File: config.mk
export PLATFORM = sky130hd
export DESIGN_NAME = fifo_top
export DESIGN_NICKNAME = d
export VERILOG_FILES = /design/src/logic/ext_mem_pkg.sv /design/src/logic/fifo_geom_pkg.sv /design/src/logic/asym_converter.sv /design/src/logic/asym_fifo_sync.sv /design/src/logic/fifo_top.sv /design/src/logic/lane_ram_2p.sv
export SDC_FILE = /design/constraint.sdc
export NUM_CORES = 1
export LEC_CHECK = 0
export ABC_AREA = 1
export BUFFER_PORTS_ARGS = -buffer_cell sky130_fd_sc_hd__clkbuf_2
export CAP_MARGIN = 20
export CORE_AREA = 2 2 195 197
export CTS_BUF_LIST = sky130_fd_sc_hd__clkbuf_16
export DETAILED_ROUTE_END_ITERATION = 10
export DIE_AREA = 0 0 197 199
export GPL_TIMING_DRIVEN = 0
export PLACE_DENSITY = 0.76
export SETUP_SLACK_MARGIN = 0.05
export SYNTH_ARGS = -nofsm -noshare
export SYNTH_HDL_FRONTEND = slang
export SYNTH_SLANG_ARGS = --single-unit
File: constraint.sdc
create_clock -name clk_i -period 2.85 [get_ports clk_i]
set_input_delay 0.1425 -clock clk_i [delete_from_list [all_inputs] [get_ports clk_i]]
set_output_delay 0.1425 -clock clk_i [all_outputs]
set_load 0.02 [all_outputs]
File: src/logic/ext_mem_pkg.sv
package ext_mem_pkg;

  // memory is built as lanes of the narrow port width
  localparam int MEM_LANES  = 4;
  localparam int LANE_W     = 8;

  localparam int ROW_ADDR_W = 4;  // 16 rows
  localparam int LANE_SEL_W = 2;

  localparam int MEM_ROW_W  = MEM_LANES * LANE_W;

endpackage

File: src/logic/fifo_geom_pkg.sv
package fifo_geom_pkg;

  // port widths
  localparam int W_DATA_W = 8;   // bytes in
  localparam int R_DATA_W = 32;  // words out

  localparam int ADDR_W = 6;  // counted in narrow units

  localparam int MAXDATA_W = (W_DATA_W > R_DATA_W) ? W_DATA_W : R_DATA_W;
  localparam int MINDATA_W = (W_DATA_W > R_DATA_W) ? R_DATA_W : W_DATA_W;

  localparam int RATIO       = MAXDATA_W / MINDATA_W;
  localparam int ADDR_W_DIFF = $clog2(RATIO);

  // the wide side addresses whole rows
  localparam int W_ADDR_W = (W_DATA_W == MAXDATA_W) ? ADDR_W - ADDR_W_DIFF : ADDR_W;
  localparam int R_ADDR_W = (R_DATA_W == MAXDATA_W) ? ADDR_W - ADDR_W_DIFF : ADDR_W;

  // level steps per access, in narrow units
  localparam int W_INCR = (W_DATA_W > R_DATA_W) ? RATIO : 1;
  localparam int R_INCR = (R_DATA_W > W_DATA_W) ? RATIO : 1;

  localparam int FIFO_SIZE = 2 ** ADDR_W;
  localparam int LEVEL_W   = ADDR_W + 1;  // must hold FIFO_SIZE itself

endpackage

File: src/logic/asym_converter.sv
`timescale 1ns/1ns

module asym_converter import fifo_geom_pkg::*, ext_mem_pkg::*; (
  input  logic                  clk_i,
  input  logic                  rst_i,
  input  logic                  w_en_i,
  input  logic [W_ADDR_W-1:0]   w_addr_i,
  input  logic [W_DATA_W-1:0]   w_data_i,
  input  logic                  r_en_i,
  input  logic [R_ADDR_W-1:0]   r_addr_i,
  output logic [R_DATA_W-1:0]   r_data_o,
  output logic [MEM_LANES-1:0]  mem_w_lane_en_o,
  output logic [ROW_ADDR_W-1:0] mem_w_row_o,
  output logic [MEM_ROW_W-1:0]  mem_w_data_o,
  output logic                  mem_r_en_o,
  output logic [ROW_ADDR_W-1:0] mem_r_row_o,
  input  logic [MEM_ROW_W-1:0]  mem_r_data_i
);

  // write side
  if (W_DATA_W < R_DATA_W) begin : g_w_narrow
    logic [LANE_SEL_W-1:0] w_lane;

    assign w_lane      = w_addr_i[LANE_SEL_W-1:0];
    assign mem_w_row_o = w_addr_i[W_ADDR_W-1:LANE_SEL_W];

    // one lane per byte with the data copied to all lanes
    always_comb begin
      mem_w_lane_en_o = MEM_LANES'(w_en_i) << w_lane;
    end
    assign mem_w_data_o = {MEM_LANES{w_data_i}};
  end else begin : g_w_wide
    assign mem_w_row_o     = w_addr_i;
    assign mem_w_lane_en_o = {MEM_LANES{w_en_i}};  // whole row at once
    assign mem_w_data_o    = w_data_i;
  end

  assign mem_r_en_o = r_en_i;

  // read side
  if (R_DATA_W < W_DATA_W) begin : g_r_narrow
    logic [LANE_SEL_W-1:0] r_lane_q;

    assign mem_r_row_o = r_addr_i[R_ADDR_W-1:LANE_SEL_W];

    // lane select lines up with the registered row
    always_ff @(posedge clk_i) begin
      if (rst_i) begin
        r_lane_q <= '0;
      end else if (r_en_i) begin
        r_lane_q <= r_addr_i[LANE_SEL_W-1:0];
      end
    end

    assign r_data_o = mem_r_data_i[r_lane_q*LANE_W +: LANE_W];
  end else begin : g_r_wide
    assign mem_r_row_o = r_addr_i;
    assign r_data_o    = mem_r_data_i;  // lane 0 holds the oldest byte
  end

endmodule

File: src/logic/asym_fifo_sync.sv
`timescale 1ns/1ns

module asym_fifo_sync import fifo_geom_pkg::*; (
  input  logic                          clk_i,
  input  logic                          rst_i,
  input  logic                          w_en_i,
  input  logic [W_DATA_W-1:0]           w_data_i,
  output logic                          w_full_o,
  input  logic                          r_en_i,
  output logic [R_DATA_W-1:0]           r_data_o,
  output logic                          r_empty_o,
  output logic [LEVEL_W-1:0]            level_o,
  output logic [RATIO-1:0]              mem_w_lane_en_o,
  output logic [ADDR_W-ADDR_W_DIFF-1:0] mem_w_row_o,
  output logic [MAXDATA_W-1:0]          mem_w_data_o,
  output logic                          mem_r_en_o,
  output logic [ADDR_W-ADDR_W_DIFF-1:0] mem_r_row_o,
  input  logic [MAXDATA_W-1:0]          mem_r_data_i
);

  logic                w_en_int;
  logic                r_en_int;
  logic [W_ADDR_W-1:0] w_addr;
  logic [R_ADDR_W-1:0] r_addr;
  logic [LEVEL_W-1:0]  level_q;
  logic [LEVEL_W-1:0]  level_nxt;
  logic                w_full_nxt;
  logic                r_empty_nxt;

  // requests dropped while full or empty
  assign w_en_int = w_en_i & ~w_full_o;
  assign r_en_int = r_en_i & ~r_empty_o;

  // address counters wrap naturally
  always_ff @(posedge clk_i) begin
    if (rst_i) begin
      w_addr <= '0;
    end else if (w_en_int) begin
      w_addr <= w_addr + 1'b1;
    end
  end

  always_ff @(posedge clk_i) begin
    if (rst_i) begin
      r_addr <= '0;
    end else if (r_en_int) begin
      r_addr <= r_addr + 1'b1;
    end
  end

  // level in narrow units
  always_comb begin
    level_nxt = level_q;
    if (w_en_int) begin
      level_nxt = level_nxt + LEVEL_W'(W_INCR);
    end
    if (r_en_int) begin
      level_nxt = level_nxt - LEVEL_W'(R_INCR);
    end
  end

  // flags from the next level so they track the counter exactly
  assign r_empty_nxt = level_nxt < LEVEL_W'(R_INCR);
  assign w_full_nxt  = level_nxt > LEVEL_W'(FIFO_SIZE - W_INCR);

  always_ff @(posedge clk_i) begin
    if (rst_i) begin
      level_q   <= '0;
      w_full_o  <= 1'b0;
      r_empty_o <= 1'b1;
    end else begin
      level_q   <= level_nxt;
      w_full_o  <= w_full_nxt;
      r_empty_o <= r_empty_nxt;
    end
  end

  assign level_o = level_q;

  asym_converter conv_i (
    .clk_i           (clk_i),
    .rst_i           (rst_i),
    .w_en_i          (w_en_int),
    .w_addr_i        (w_addr),
    .w_data_i        (w_data_i),
    .r_en_i          (r_en_int),
    .r_addr_i        (r_addr),
    .r_data_o        (r_data_o),
    .mem_w_lane_en_o (mem_w_lane_en_o),
    .mem_w_row_o     (mem_w_row_o),
    .mem_w_data_o    (mem_w_data_o),
    .mem_r_en_o      (mem_r_en_o),
    .mem_r_row_o     (mem_r_row_o),
    .mem_r_data_i    (mem_r_data_i)
  );

endmodule

File: src/logic/fifo_top.sv
`timescale 1ns/1ns

module fifo_top import fifo_geom_pkg::*, ext_mem_pkg::*; (
  input  logic                clk_i,
  input  logic                rst_i,
  input  logic                w_en_i,
  input  logic [W_DATA_W-1:0] w_data_i,
  output logic                w_full_o,
  input  logic                r_en_i,
  output logic [R_DATA_W-1:0] r_data_o,
  output logic                r_empty_o,
  output logic [LEVEL_W-1:0]  level_o
);

  // memory side wires
  logic [MEM_LANES-1:0]  mem_w_lane_en;
  logic [ROW_ADDR_W-1:0] mem_w_row;
  logic [MEM_ROW_W-1:0]  mem_w_data;
  logic                  mem_r_en;
  logic [ROW_ADDR_W-1:0] mem_r_row;
  logic [MEM_ROW_W-1:0]  mem_r_data;

  asym_fifo_sync fifo_i (
    .clk_i           (clk_i),
    .rst_i           (rst_i),
    .w_en_i          (w_en_i),
    .w_data_i        (w_data_i),
    .w_full_o        (w_full_o),
    .r_en_i          (r_en_i),
    .r_data_o        (r_data_o),
    .r_empty_o       (r_empty_o),
    .level_o         (level_o),
    .mem_w_lane_en_o (mem_w_lane_en),
    .mem_w_row_o     (mem_w_row),
    .mem_w_data_o    (mem_w_data),
    .mem_r_en_o      (mem_r_en),
    .mem_r_row_o     (mem_r_row),
    .mem_r_data_i    (mem_r_data)
  );

  lane_ram_2p ram_i (
    .clk_i       (clk_i),
    .w_lane_en_i (mem_w_lane_en),
    .w_row_i     (mem_w_row),
    .w_data_i    (mem_w_data),
    .r_en_i      (mem_r_en),
    .r_row_i     (mem_r_row),
    .r_data_o    (mem_r_data)
  );

endmodule

File: src/logic/lane_ram_2p.sv
`timescale 1ns/1ns

module lane_ram_2p import ext_mem_pkg::*; (
  input  logic                  clk_i,
  input  logic [MEM_LANES-1:0]  w_lane_en_i,
  input  logic [ROW_ADDR_W-1:0] w_row_i,
  input  logic [MEM_ROW_W-1:0]  w_data_i,
  input  logic                  r_en_i,
  input  logic [ROW_ADDR_W-1:0] r_row_i,
  output logic [MEM_ROW_W-1:0]  r_data_o
);

  logic [MEM_ROW_W-1:0] mem [2**ROW_ADDR_W];

  // byte-lane writes
  always_ff @(posedge clk_i) begin
    for (int i = 0; i < MEM_LANES; i++) begin
      if (w_lane_en_i[i]) begin
        mem[w_row_i][i*LANE_W +: LANE_W] <= w_data_i[i*LANE_W +: LANE_W];
      end
    end
  end

  // registered read that holds between reads
  always_ff @(posedge clk_i) begin
    if (r_en_i) begin
      r_data_o <= mem[r_row_i];
    end
  end

endmodule

# Word-level counts from Yosys, hierarchy flattened
# Memories as Yosys holds them, arrays and structs flattened. A register that Yosys moved wholly into a read port is not among the register bits.
# Index checks and enable logic that the tools add are counted.
op_classes:
  reduce_logical: 0
  eq_ne: 0
  shifts: 1
  multipliers: 0
  order_cmp: 2
  mux: 10
  add_sub_neg: 4
  n_bitwise: 4
  div: 0
op_table:
  columns: ["op", "count"]
  rows:
  - ["$mux 7", 2]
  - ["$mux 1", 8]
  - ["$add 7x1->7 const B", 1]
  - ["$gt 7x6->1 const B", 1]
  - ["$lt 7x3->1 const B", 1]
  - ["$sub 7x3->7 const B", 1]
  - ["$add 6x1->6 const B", 1]
  - ["$add 4x1->4 const B", 1]
  - ["$shl 1x2->4", 1]
  - ["$and 1x1->1", 2]
  - ["$not 1->1", 2]
totals:
  elab_cells: 27
  latchBits: 0
  out_inout_bits: 41
  reg_bits: 19
  in_bits: 12
  mem_count: 1
  romBits: 0
  ram_bits: 512
memory_table:
  columns: ["memory", "words", "word_bits", "rd", "rd_clocked_by_memory_dff", "wr", "line", "text"]
  rows:
  - ["ram_i.mem", 16, 32, 1, 1, 1, "lane_ram_2p.sv:13", "logic [MEM_ROW_W-1:0] mem [2**ROW_ADDR_W];"]

# Longest topological paths before layout
# Gate-level depths: netlist (run 1).
logic_depth:
  depth_word: 6
  ltp_mapped: 13
  mapped_depth_nobuf: 13

# Hierarchy
# A second synthesis (run 1) with hierarchy kept.
hier_totals:
  hier_cells: 2427
  area_unflattened_um2: 24995.2
by_module_without_submodules:
  columns: ["mod", "area_per_inst_um2", "cells_each", "n_inst", "seq_area_each_um2"]
  rows:
  - ["lane_ram_2p", 23328.6, 2195, 1, 16335.7]
  - ["asym_fifo_sync", 1088.5, 151, 1, 380.4]
  - ["asym_converter", 578.1, 81, 1, 0.0]

# Least setup slack after synthesis (run 1)
# Ideal clock, no wire load.
synth_timing:
  path_kind: "flip-flop to flip-flop"
  startpoint: "register fifo_i.r_empty_o"
  endpoint: "register fifo_i.r_addr[3]"
  path_slack_ps: 641
  setup_time_ps: 133
  path_buffers: 0
  synth_period_minus_slack_ps: 2209
  stages_incl_launch_ff: 7
  t_required_ps: 2717
  arrival_ps: 2076
  path_cell_list: "dfxtp_1 > nor2_2 > inv_1 > nor2_1 > nand3_1 > o21ai_0 > a21oi_1"
synth_between:
  elab_chain_cells: 2
synth_rtl:
  columns: ["element", "line", "text"]
  rows:
  - ["start: declaration", "asym_fifo_sync.sv:11", "output logic r_empty_o,"]
  - ["start signal: assignment", "asym_fifo_sync.sv:74", "r_empty_o <= r_empty_nxt;"]
  - ["$not 1->1", "asym_fifo_sync.sv:32", "assign r_en_int = r_en_i & ~r_empty_o;"]
  - ["$and 1x1->1", "asym_fifo_sync.sv:32", null]
  - ["named net fifo_i.conv_i.mem_r_en_o", "asym_converter.sv:15", "output logic mem_r_en_o,"]
  - ["end signal: assignment", "asym_fifo_sync.sv:47", "r_addr <= r_addr + 1'b1;"]
  - ["end: declaration", "asym_fifo_sync.sv:24", "logic [R_ADDR_W-1:0] r_addr;"]
# The timed path passes the listed nets, and every way through them passes these cells.
# A chain may end at the register's enable or synchronous reset.

==> metrics.md, run 1 <==
| Metric | Value |
|---|---|
| Outcome | finished with violations |
| Maximum buffer depth of the clock tree | 3 |
| Total Die Area | 39200 um^2 |
| Total power after layout | ~20 mW |
| Row cnt | 71 |
| Final number of max-transition violations | 0 |
| Unique masters post-synth | 33 |
| Inserted Clock Buffers | 54 |
| Remaining Overflow, GRT | 0 |
| Number of iterations in the first detailed-routing pass | 8 |
| Number of top-level pins | 53 |
| Setup crit start kind | flip-flop |
| I/O Buffers | 51 |
| Endpoint kind of the worst setup timing path | flip-flop |
| Area share of the largest cell type after synthesis | 0.740 |
| CTS root buf | sky130_fd_sc_hd__clkbuf_16 |
| Cells resized by post-CTS repair | 0 |
| Most frequent cell after synthesis | sky130_fd_sc_hd__edfxtp_1 |
| Ratio of final minimum period to clock period | 1.02 |
| Number of flops mapped to enable cells by yosys | between 500 and 600 |
| Sequential cell area fraction in the yosys report | 0.757 |
| ANT nets after route | 0 |
| Routed WL per cell | 29.0 um |
| Worst path required time | 3.15 ns |
| Unrepaired setup endpoints after global routing | false |
| Area delta synth->final | 12.9% |
| Dominant cell type by area after synthesis | sky130_fd_sc_hd__edfxtp_1 |
| Via count of the first global-routing pass | 14600 |
| Initial Utilization | 0.595 |
| Antenna violations before repair | 1 |
| HPWL after DPL | ~43000 um |
| Worst-skew pair later-pin latency | 0.61 ns |
| Setup WS post-layout | -0.0498 ns |
| Largest net degree at the start of global routing | ~50 |
| Total length of routed wires | 65600 um |
| Final count of negative-setup-slack endpoints | 1 |
| Yosys warning count | 0 |
| Worst Hold Class | in2reg |
| Total nets after synthesis | 1644 |
| CTS tree | done |
| CTS H-tree lvls | 2 |
| Horiz. Die Dim | 197 um |
| Vertical extent of the die | 199 um |
| Post-synthesis instance total | 1628 |
| Post-synthesis average cell area | 13.6 um^2 |
| Actual transition at the worst max-transition pin | 1.23 ns |
| Crit Path Category | reg2reg |
| Share of layout cells above drive strength 1 | 0.117 |
| Achievable Freq | between 300 and 400 MHz |
| CTS sink count | approximately 560 |
| Static Leak | 8.17 nW |
| Relative slew slack | 0.175 |
| Number of nets in the finished design | 1765 |
| Worst-case hold slack | 0.0428 ns |
| Failing checks | negative setup slack |
| Setup skew after layout | 0.0440 ns |
| Commonest cells in the netlist | 544 x sky130_fd_sc_hd__edfxtp_1, 337 x sky130_fd_sc_hd__nor2_1, 251 x sky130_fd_sc_hd__o21ai_0 |
| Post-synthesis async set-or-reset flop share | 0 |
| Detailed-route DRC error count | 0 |
| Post-CTS setup buffer count | 0 |
| Post-CTS Hold Fix Bufs | 1 |
| Post-synthesis sequential element count | about 560 |
| Final period demand of the worst path | 2.90 ns |
| PD cells | 822 nW/um^2 |
| Worst setup slack before clock tree synthesis | around 0.26 ns |
| Via Count | 15200 |
| Most used DFF post-synth | sky130_fd_sc_hd__edfxtp_1 |
| Total routing resource utilization after global routing | 0.338 |
| Post-synthesis cell area | 22100 um^2 |
| Count of inserted antenna diode cells | 0 |
| Final weighted congestion in routability-driven placement | 1.00 |
| Top area cells in the synthesized netlist | sky130_fd_sc_hd__edfxtp_1 74%, sky130_fd_sc_hd__nor2_1 5.7%, sky130_fd_sc_hd__o21ai_0 5.7% |
| Peak supply drop | 0.000488 V |
| Largest fanout on the critical path | 10 |
| Clock-pin slew of the registers on the worst-case setup and hold paths | 0.06 ns |
| Data arrival time at the worst-slack endpoint | 3.20 ns |
| Hold Violations, Final | 0 |
| DRC marker count from the first detailed-route iteration | between 2000 and 3000 |
| Number of max-capacitance violations reported | 0 |
| First-pass GRT wire length | 93400 um |
| Area inside the core boundary | 37100 um^2 |
| Routed vias/inst | about 6.7 |
## placed cells by master, fill, tap and decap left out, types with 19 or more instances in the layout
cell,netlist,final
sky130_fd_sc_hd__nand3_1,43,43
sky130_fd_sc_hd__inv_1,25,37
sky130_fd_sc_hd__edfxtp_1,544,544
sky130_fd_sc_hd__clkbuf_2,8,59
sky130_fd_sc_hd__o22ai_1,37,37
sky130_fd_sc_hd__dfxtp_1,19,19
sky130_fd_sc_hd__buf_2,24,24
sky130_fd_sc_hd__nor2_1,337,337
sky130_fd_sc_hd__nand2_1,79,79
sky130_fd_sc_hd__o211ai_1,37,37
sky130_fd_sc_hd__o221ai_1,91,91
sky130_fd_sc_hd__clkbuf_16,0,55
sky130_fd_sc_hd__clkbuf_1,57,57
sky130_fd_sc_hd__o21ai_0,251,251
## state kept, by name, indices dropped and copies added, names as in the netlist
signal	count
fifo_i.level_o	7
fifo_i.r_addr	4
fifo_i.r_empty_o	1
fifo_i.w_addr	6
fifo_i.w_full_o	1
ram_i.mem	512
ram_i.r_data_o	32
## stage by stage
step / std cells / instance area (um^2) / util / TNS (ns)
5_1_grt: 2262 / 24900 / 0.671 / 0
6_report: 2262 / 24900 / 0.671 / -0.0498
3_3_place_gp: 2153 / 22900 / 0.617 / -2.76
2_1_floorplan: 1628 / 22100 / - / 0
4_1_cts: 2258 / 24900 / 0.670 / 0
3_5_place_dp: 2162 / 23100 / 0.622 / 0
## layout make-up
type / count / area [um^2]
fill: 2501 / 12200
timing repair buffer: 65 / 489
clock buffer: 55 / 1380
sequential: 563 / 16700
clock inverter: 40 / 387
tap: 474 / 593
inverter: 33 / 124
buffer: 110 / 581
multi-input combinational: 922 / 4660
## worst paths after layout
check / start / endpoint / slack, ns / cells after the start
worst max-delay path: fifo_i.r_addr[2]$_SDFFE_PP0P_ / ram_i.r_data_o[10]$_DFFE_PP_ / -0.05 / 6
worst min-delay path: r_en_i / ram_i.r_data_o[0]$_DFFE_PP_ / 0.04 / 3
worst max register to register: fifo_i.r_addr[2]$_SDFFE_PP0P_ / ram_i.r_data_o[10]$_DFFE_PP_ / -0.05 / 6
worst min register to register: fifo_i.level_o[0]$_SDFF_PP0_ / fifo_i.level_o[0]$_SDFF_PP0_ / 0.53 / 1
## cells by family after synthesis
kind of cell,after synthesis,share of synthesized area
AOI/OAI and AO/OA,437,0.121
buffers and inverters,143,0.0319
and+or+nand+nor,481,0.0878
adders and majority gates,4,0.00227
DFF,563,0.757
## critical path: stages (launching register included)
cell and delay, ns:
sky130_fd_sc_hd__dfxtp_1 0.32, sky130_fd_sc_hd__inv_1 0.08, sky130_fd_sc_hd__clkbuf_1 0.69, sky130_fd_sc_hd__clkbuf_1 0.84, sky130_fd_sc_hd__o221ai_1 0.37, sky130_fd_sc_hd__nand3_1 0.15, sky130_fd_sc_hd__nand2_1 0.14
## per-layer routing
layer	vias to the layer above	part of all wire	GRT usage
met1	7285	0.34	0.440
met4	2	0.056	0.169
li1	6367	-	-
met3	252	0.15	0.0977
met5	-	0.00026	0.00511
met2	1286	0.45	0.524
## power by group
group          leakage (nW)  internal (mW)  total, mW  switching [mW]
clock network         0.904           4.20       7.19            2.99
registers              5.06           9.36       9.47           0.110
logic                  2.21          0.991       3.83            2.84
total                  8.17           14.5       20.5            5.94
Note: power is estimated with default switching activity, not from simulation.
==> run 2: changes to the inputs <==
CORE_AREA = 2 2 214 216   (was 2 2 195 197)
DIE_AREA = 0 0 216 218   (was 0 0 197 199)
PLACE_DENSITY = 0.65   (was 0.76)
==> metrics.md, run 2 (synthesis gave the netlist of run 1 again) <==
| Metric | Value |
|---|---|
| Outcome | finished clean |
| Remaining Overflow, GRT | 0 |
| CTS H-tree lvls | 2 |
| Count of inserted antenna diode cells | 0 |
| Area delta synth->final | 13.6% |
| Clock-pin slew of the registers on the worst-case setup and hold paths | 0.06 ns |
| Final number of max-transition violations | 0 |
| Routed WL per cell | between 20 and 30 um |
| Total Die Area | 47100 um^2 |
| CTS root buf | sky130_fd_sc_hd__clkbuf_16 |
| Number of standard cells in the final layout excluding fillers | 2396 |
| Via count of the first global-routing pass | 14200 |
| Via Count | approximately 15000 |
| Data arrival time at the worst-slack endpoint | 2.80 ns |
| Largest net degree at the start of global routing | 49 |
| Worst path required time | between 3 and 4 ns |
| Total length of routed wires | slightly below 70000 um |
| Inserted Clock Buffers | 56 |
| Total power after layout | 20.4 mW |
| Number of iterations in the first detailed-routing pass | 6 |
| Initial Utilization | 0.492 |
| Number of max-capacitance violations reported | 0 |
| HPWL after DPL | 44100 um |
| Crit Path Category | reg2reg |
| Share of layout cells above drive strength 1 | 0.116 |
| Number of top-level pins | 53 |
| CTS sink count | 563 |
| Routed vias/inst | 6.25 |
| Endpoint kind of the worst setup timing path | flip-flop |
| I/O Buffers | 51 |
| Flip-flop count of the largest register after layout | 512 |
| DRC marker count from the first detailed-route iteration | 2322 |
| Vertical extent of the die | 218 um |
| Area inside the core boundary | 44900 um^2 |
| Total routing resource utilization after global routing | 0.288 |
| Worst-case hold slack | ~0.043 ns |
| First-pass GRT wire length | 96000 um |
| Setup skew after layout | around 0.022 ns |
| Achievable Freq | 386 MHz |
| Final weighted congestion in routability-driven placement | 0.956 |
| Number of nets in the finished design | around 1800 |
| Setup crit start kind | flip-flop |
| Commonest non-fill, non-tap cells in the layout | 544 x sky130_fd_sc_hd__edfxtp_1, 337 x sky130_fd_sc_hd__nor2_1, 251 x sky130_fd_sc_hd__o21ai_0 |
| Peak supply drop | 0.000427 V |
| Ratio of final minimum period to clock period | 0.908 |
| Final period demand of the worst path | 2.59 ns |
| Worst Hold Class | in2reg |
| Antenna violations before repair | 0 |
| Static Leak | 8.18 nW |
| ANT nets after route | 0 |
| Unrepaired setup endpoints after global routing | false |
| Maximum buffer depth of the clock tree | 3 |
| Detailed-route DRC error count | 0 |
| Largest Register | ram_i.mem |
| CTS tree | done |
| Final count of negative-setup-slack endpoints | 0 |
| Row cnt | 78 |
| Worst-skew pair later-pin latency | roughly 0.6 ns |
| Most frequent standard cell in the layout excluding fill and tap cells | sky130_fd_sc_hd__edfxtp_1 |
| Relative slew slack | 0.178 |
| Actual transition at the worst max-transition pin | 1.23 ns |
| Post-CTS setup buffer count | 0 |
| PD cells | 814 nW/um^2 |
| Horiz. Die Dim | between 200 and 250 um |
| Placed cell count | 2291 |
| Largest fanout on the critical path | 10 |
| Hold Violations, Final | 0 |
run 2: changes by cell type in the layout (fill, tap and decap cells not counted), moves of 2 or more:
cell | before | now
sky130_fd_sc_hd__bufinv_16 | 8 | 5
sky130_fd_sc_hd__clkinvlp_4 | 3 | 0
sky130_fd_sc_hd__clkinv_1 | 10 | 20
sky130_fd_sc_hd__buf_6 | 15 | 17
sky130_fd_sc_hd__clkbuf_16 | 55 | 57
run 2: critical path, cell delays in order, from the launching register on:
cell and delay (ns):
sky130_fd_sc_hd__dfxtp_1 0.35, sky130_fd_sc_hd__nor2_4 0.23, sky130_fd_sc_hd__inv_2 0.13, sky130_fd_sc_hd__nor2_4 0.14, sky130_fd_sc_hd__nand2_1 0.20, sky130_fd_sc_hd__buf_2 0.24, sky130_fd_sc_hd__nor2_1 0.90
run 2: path summary, 6_finish.rpt:
path / start / to / slack (ns) / cells past startpoint
worst max-delay path: fifo_i.w_full_o$_SDFF_PP0_ / ram_i.mem[8][13]$_DFFE_PP_ / 0.26 / 6
worst min-delay path: r_en_i / fifo_i.r_addr[2]$_SDFFE_PP0P_ / 0.04 / 5
worst max register to register: fifo_i.w_full_o$_SDFF_PP0_ / ram_i.mem[8][13]$_DFFE_PP_ / 0.26 / 6
worst min register to register: fifo_i.w_addr[0]$_SDFFE_PP0N_ / fifo_i.w_addr[0]$_SDFFE_PP0N_ / 0.52 / 2
run 2: cell type report:
cell class | count | area (um^2)
clock buffer | 57 | 1430
multi-input combinational | 922 | 4660
inverter | 33 | 124
sequential | 563 | 16700
tap | 600 | 751
timing repair buffer | 67 | 515
fill | 3618 | 19800
clock inverter | 44 | 313
buffer | 110 | 582
run 2: repair_timing:
item,4_1_cts,5_1_grt
hold buffers,2,0
resized for setup,0,3
hold endpoints to repair,6,0
setup endpoints to repair,0,1
run 2: where the power goes:
part           switching, mW  leakage, nW  internal [mW]
registers              0.107         5.06           9.36
logic                   2.85         2.22          0.991
clock network           3.08        0.900           4.04
run 2: metrics by stage:
step,utilization,area (um^2),worst slack (ns),setup TNS [ns]
2_1_floorplan,-,22100,0.641,0
3_3_place_gp,0.514,23100,-0.670,-3.66
3_5_place_dp,0.519,23300,0.108,0
4_1_cts,0.558,25100,0.0757,0
5_1_grt,0.559,25100,0.208,0
6_report,0.559,25100,0.261,0
run 2: metal layers:
layer / vias to the layer above / global-route usage / wire (um)
li1: 6389 / - / -
met1: 7198 / 0.383 / 24800
met2: 1117 / 0.444 / 30000
met3: 264 / 0.0731 / 8700
met4: 0 / 0.144 / 4000
met5: - / 0 / 0
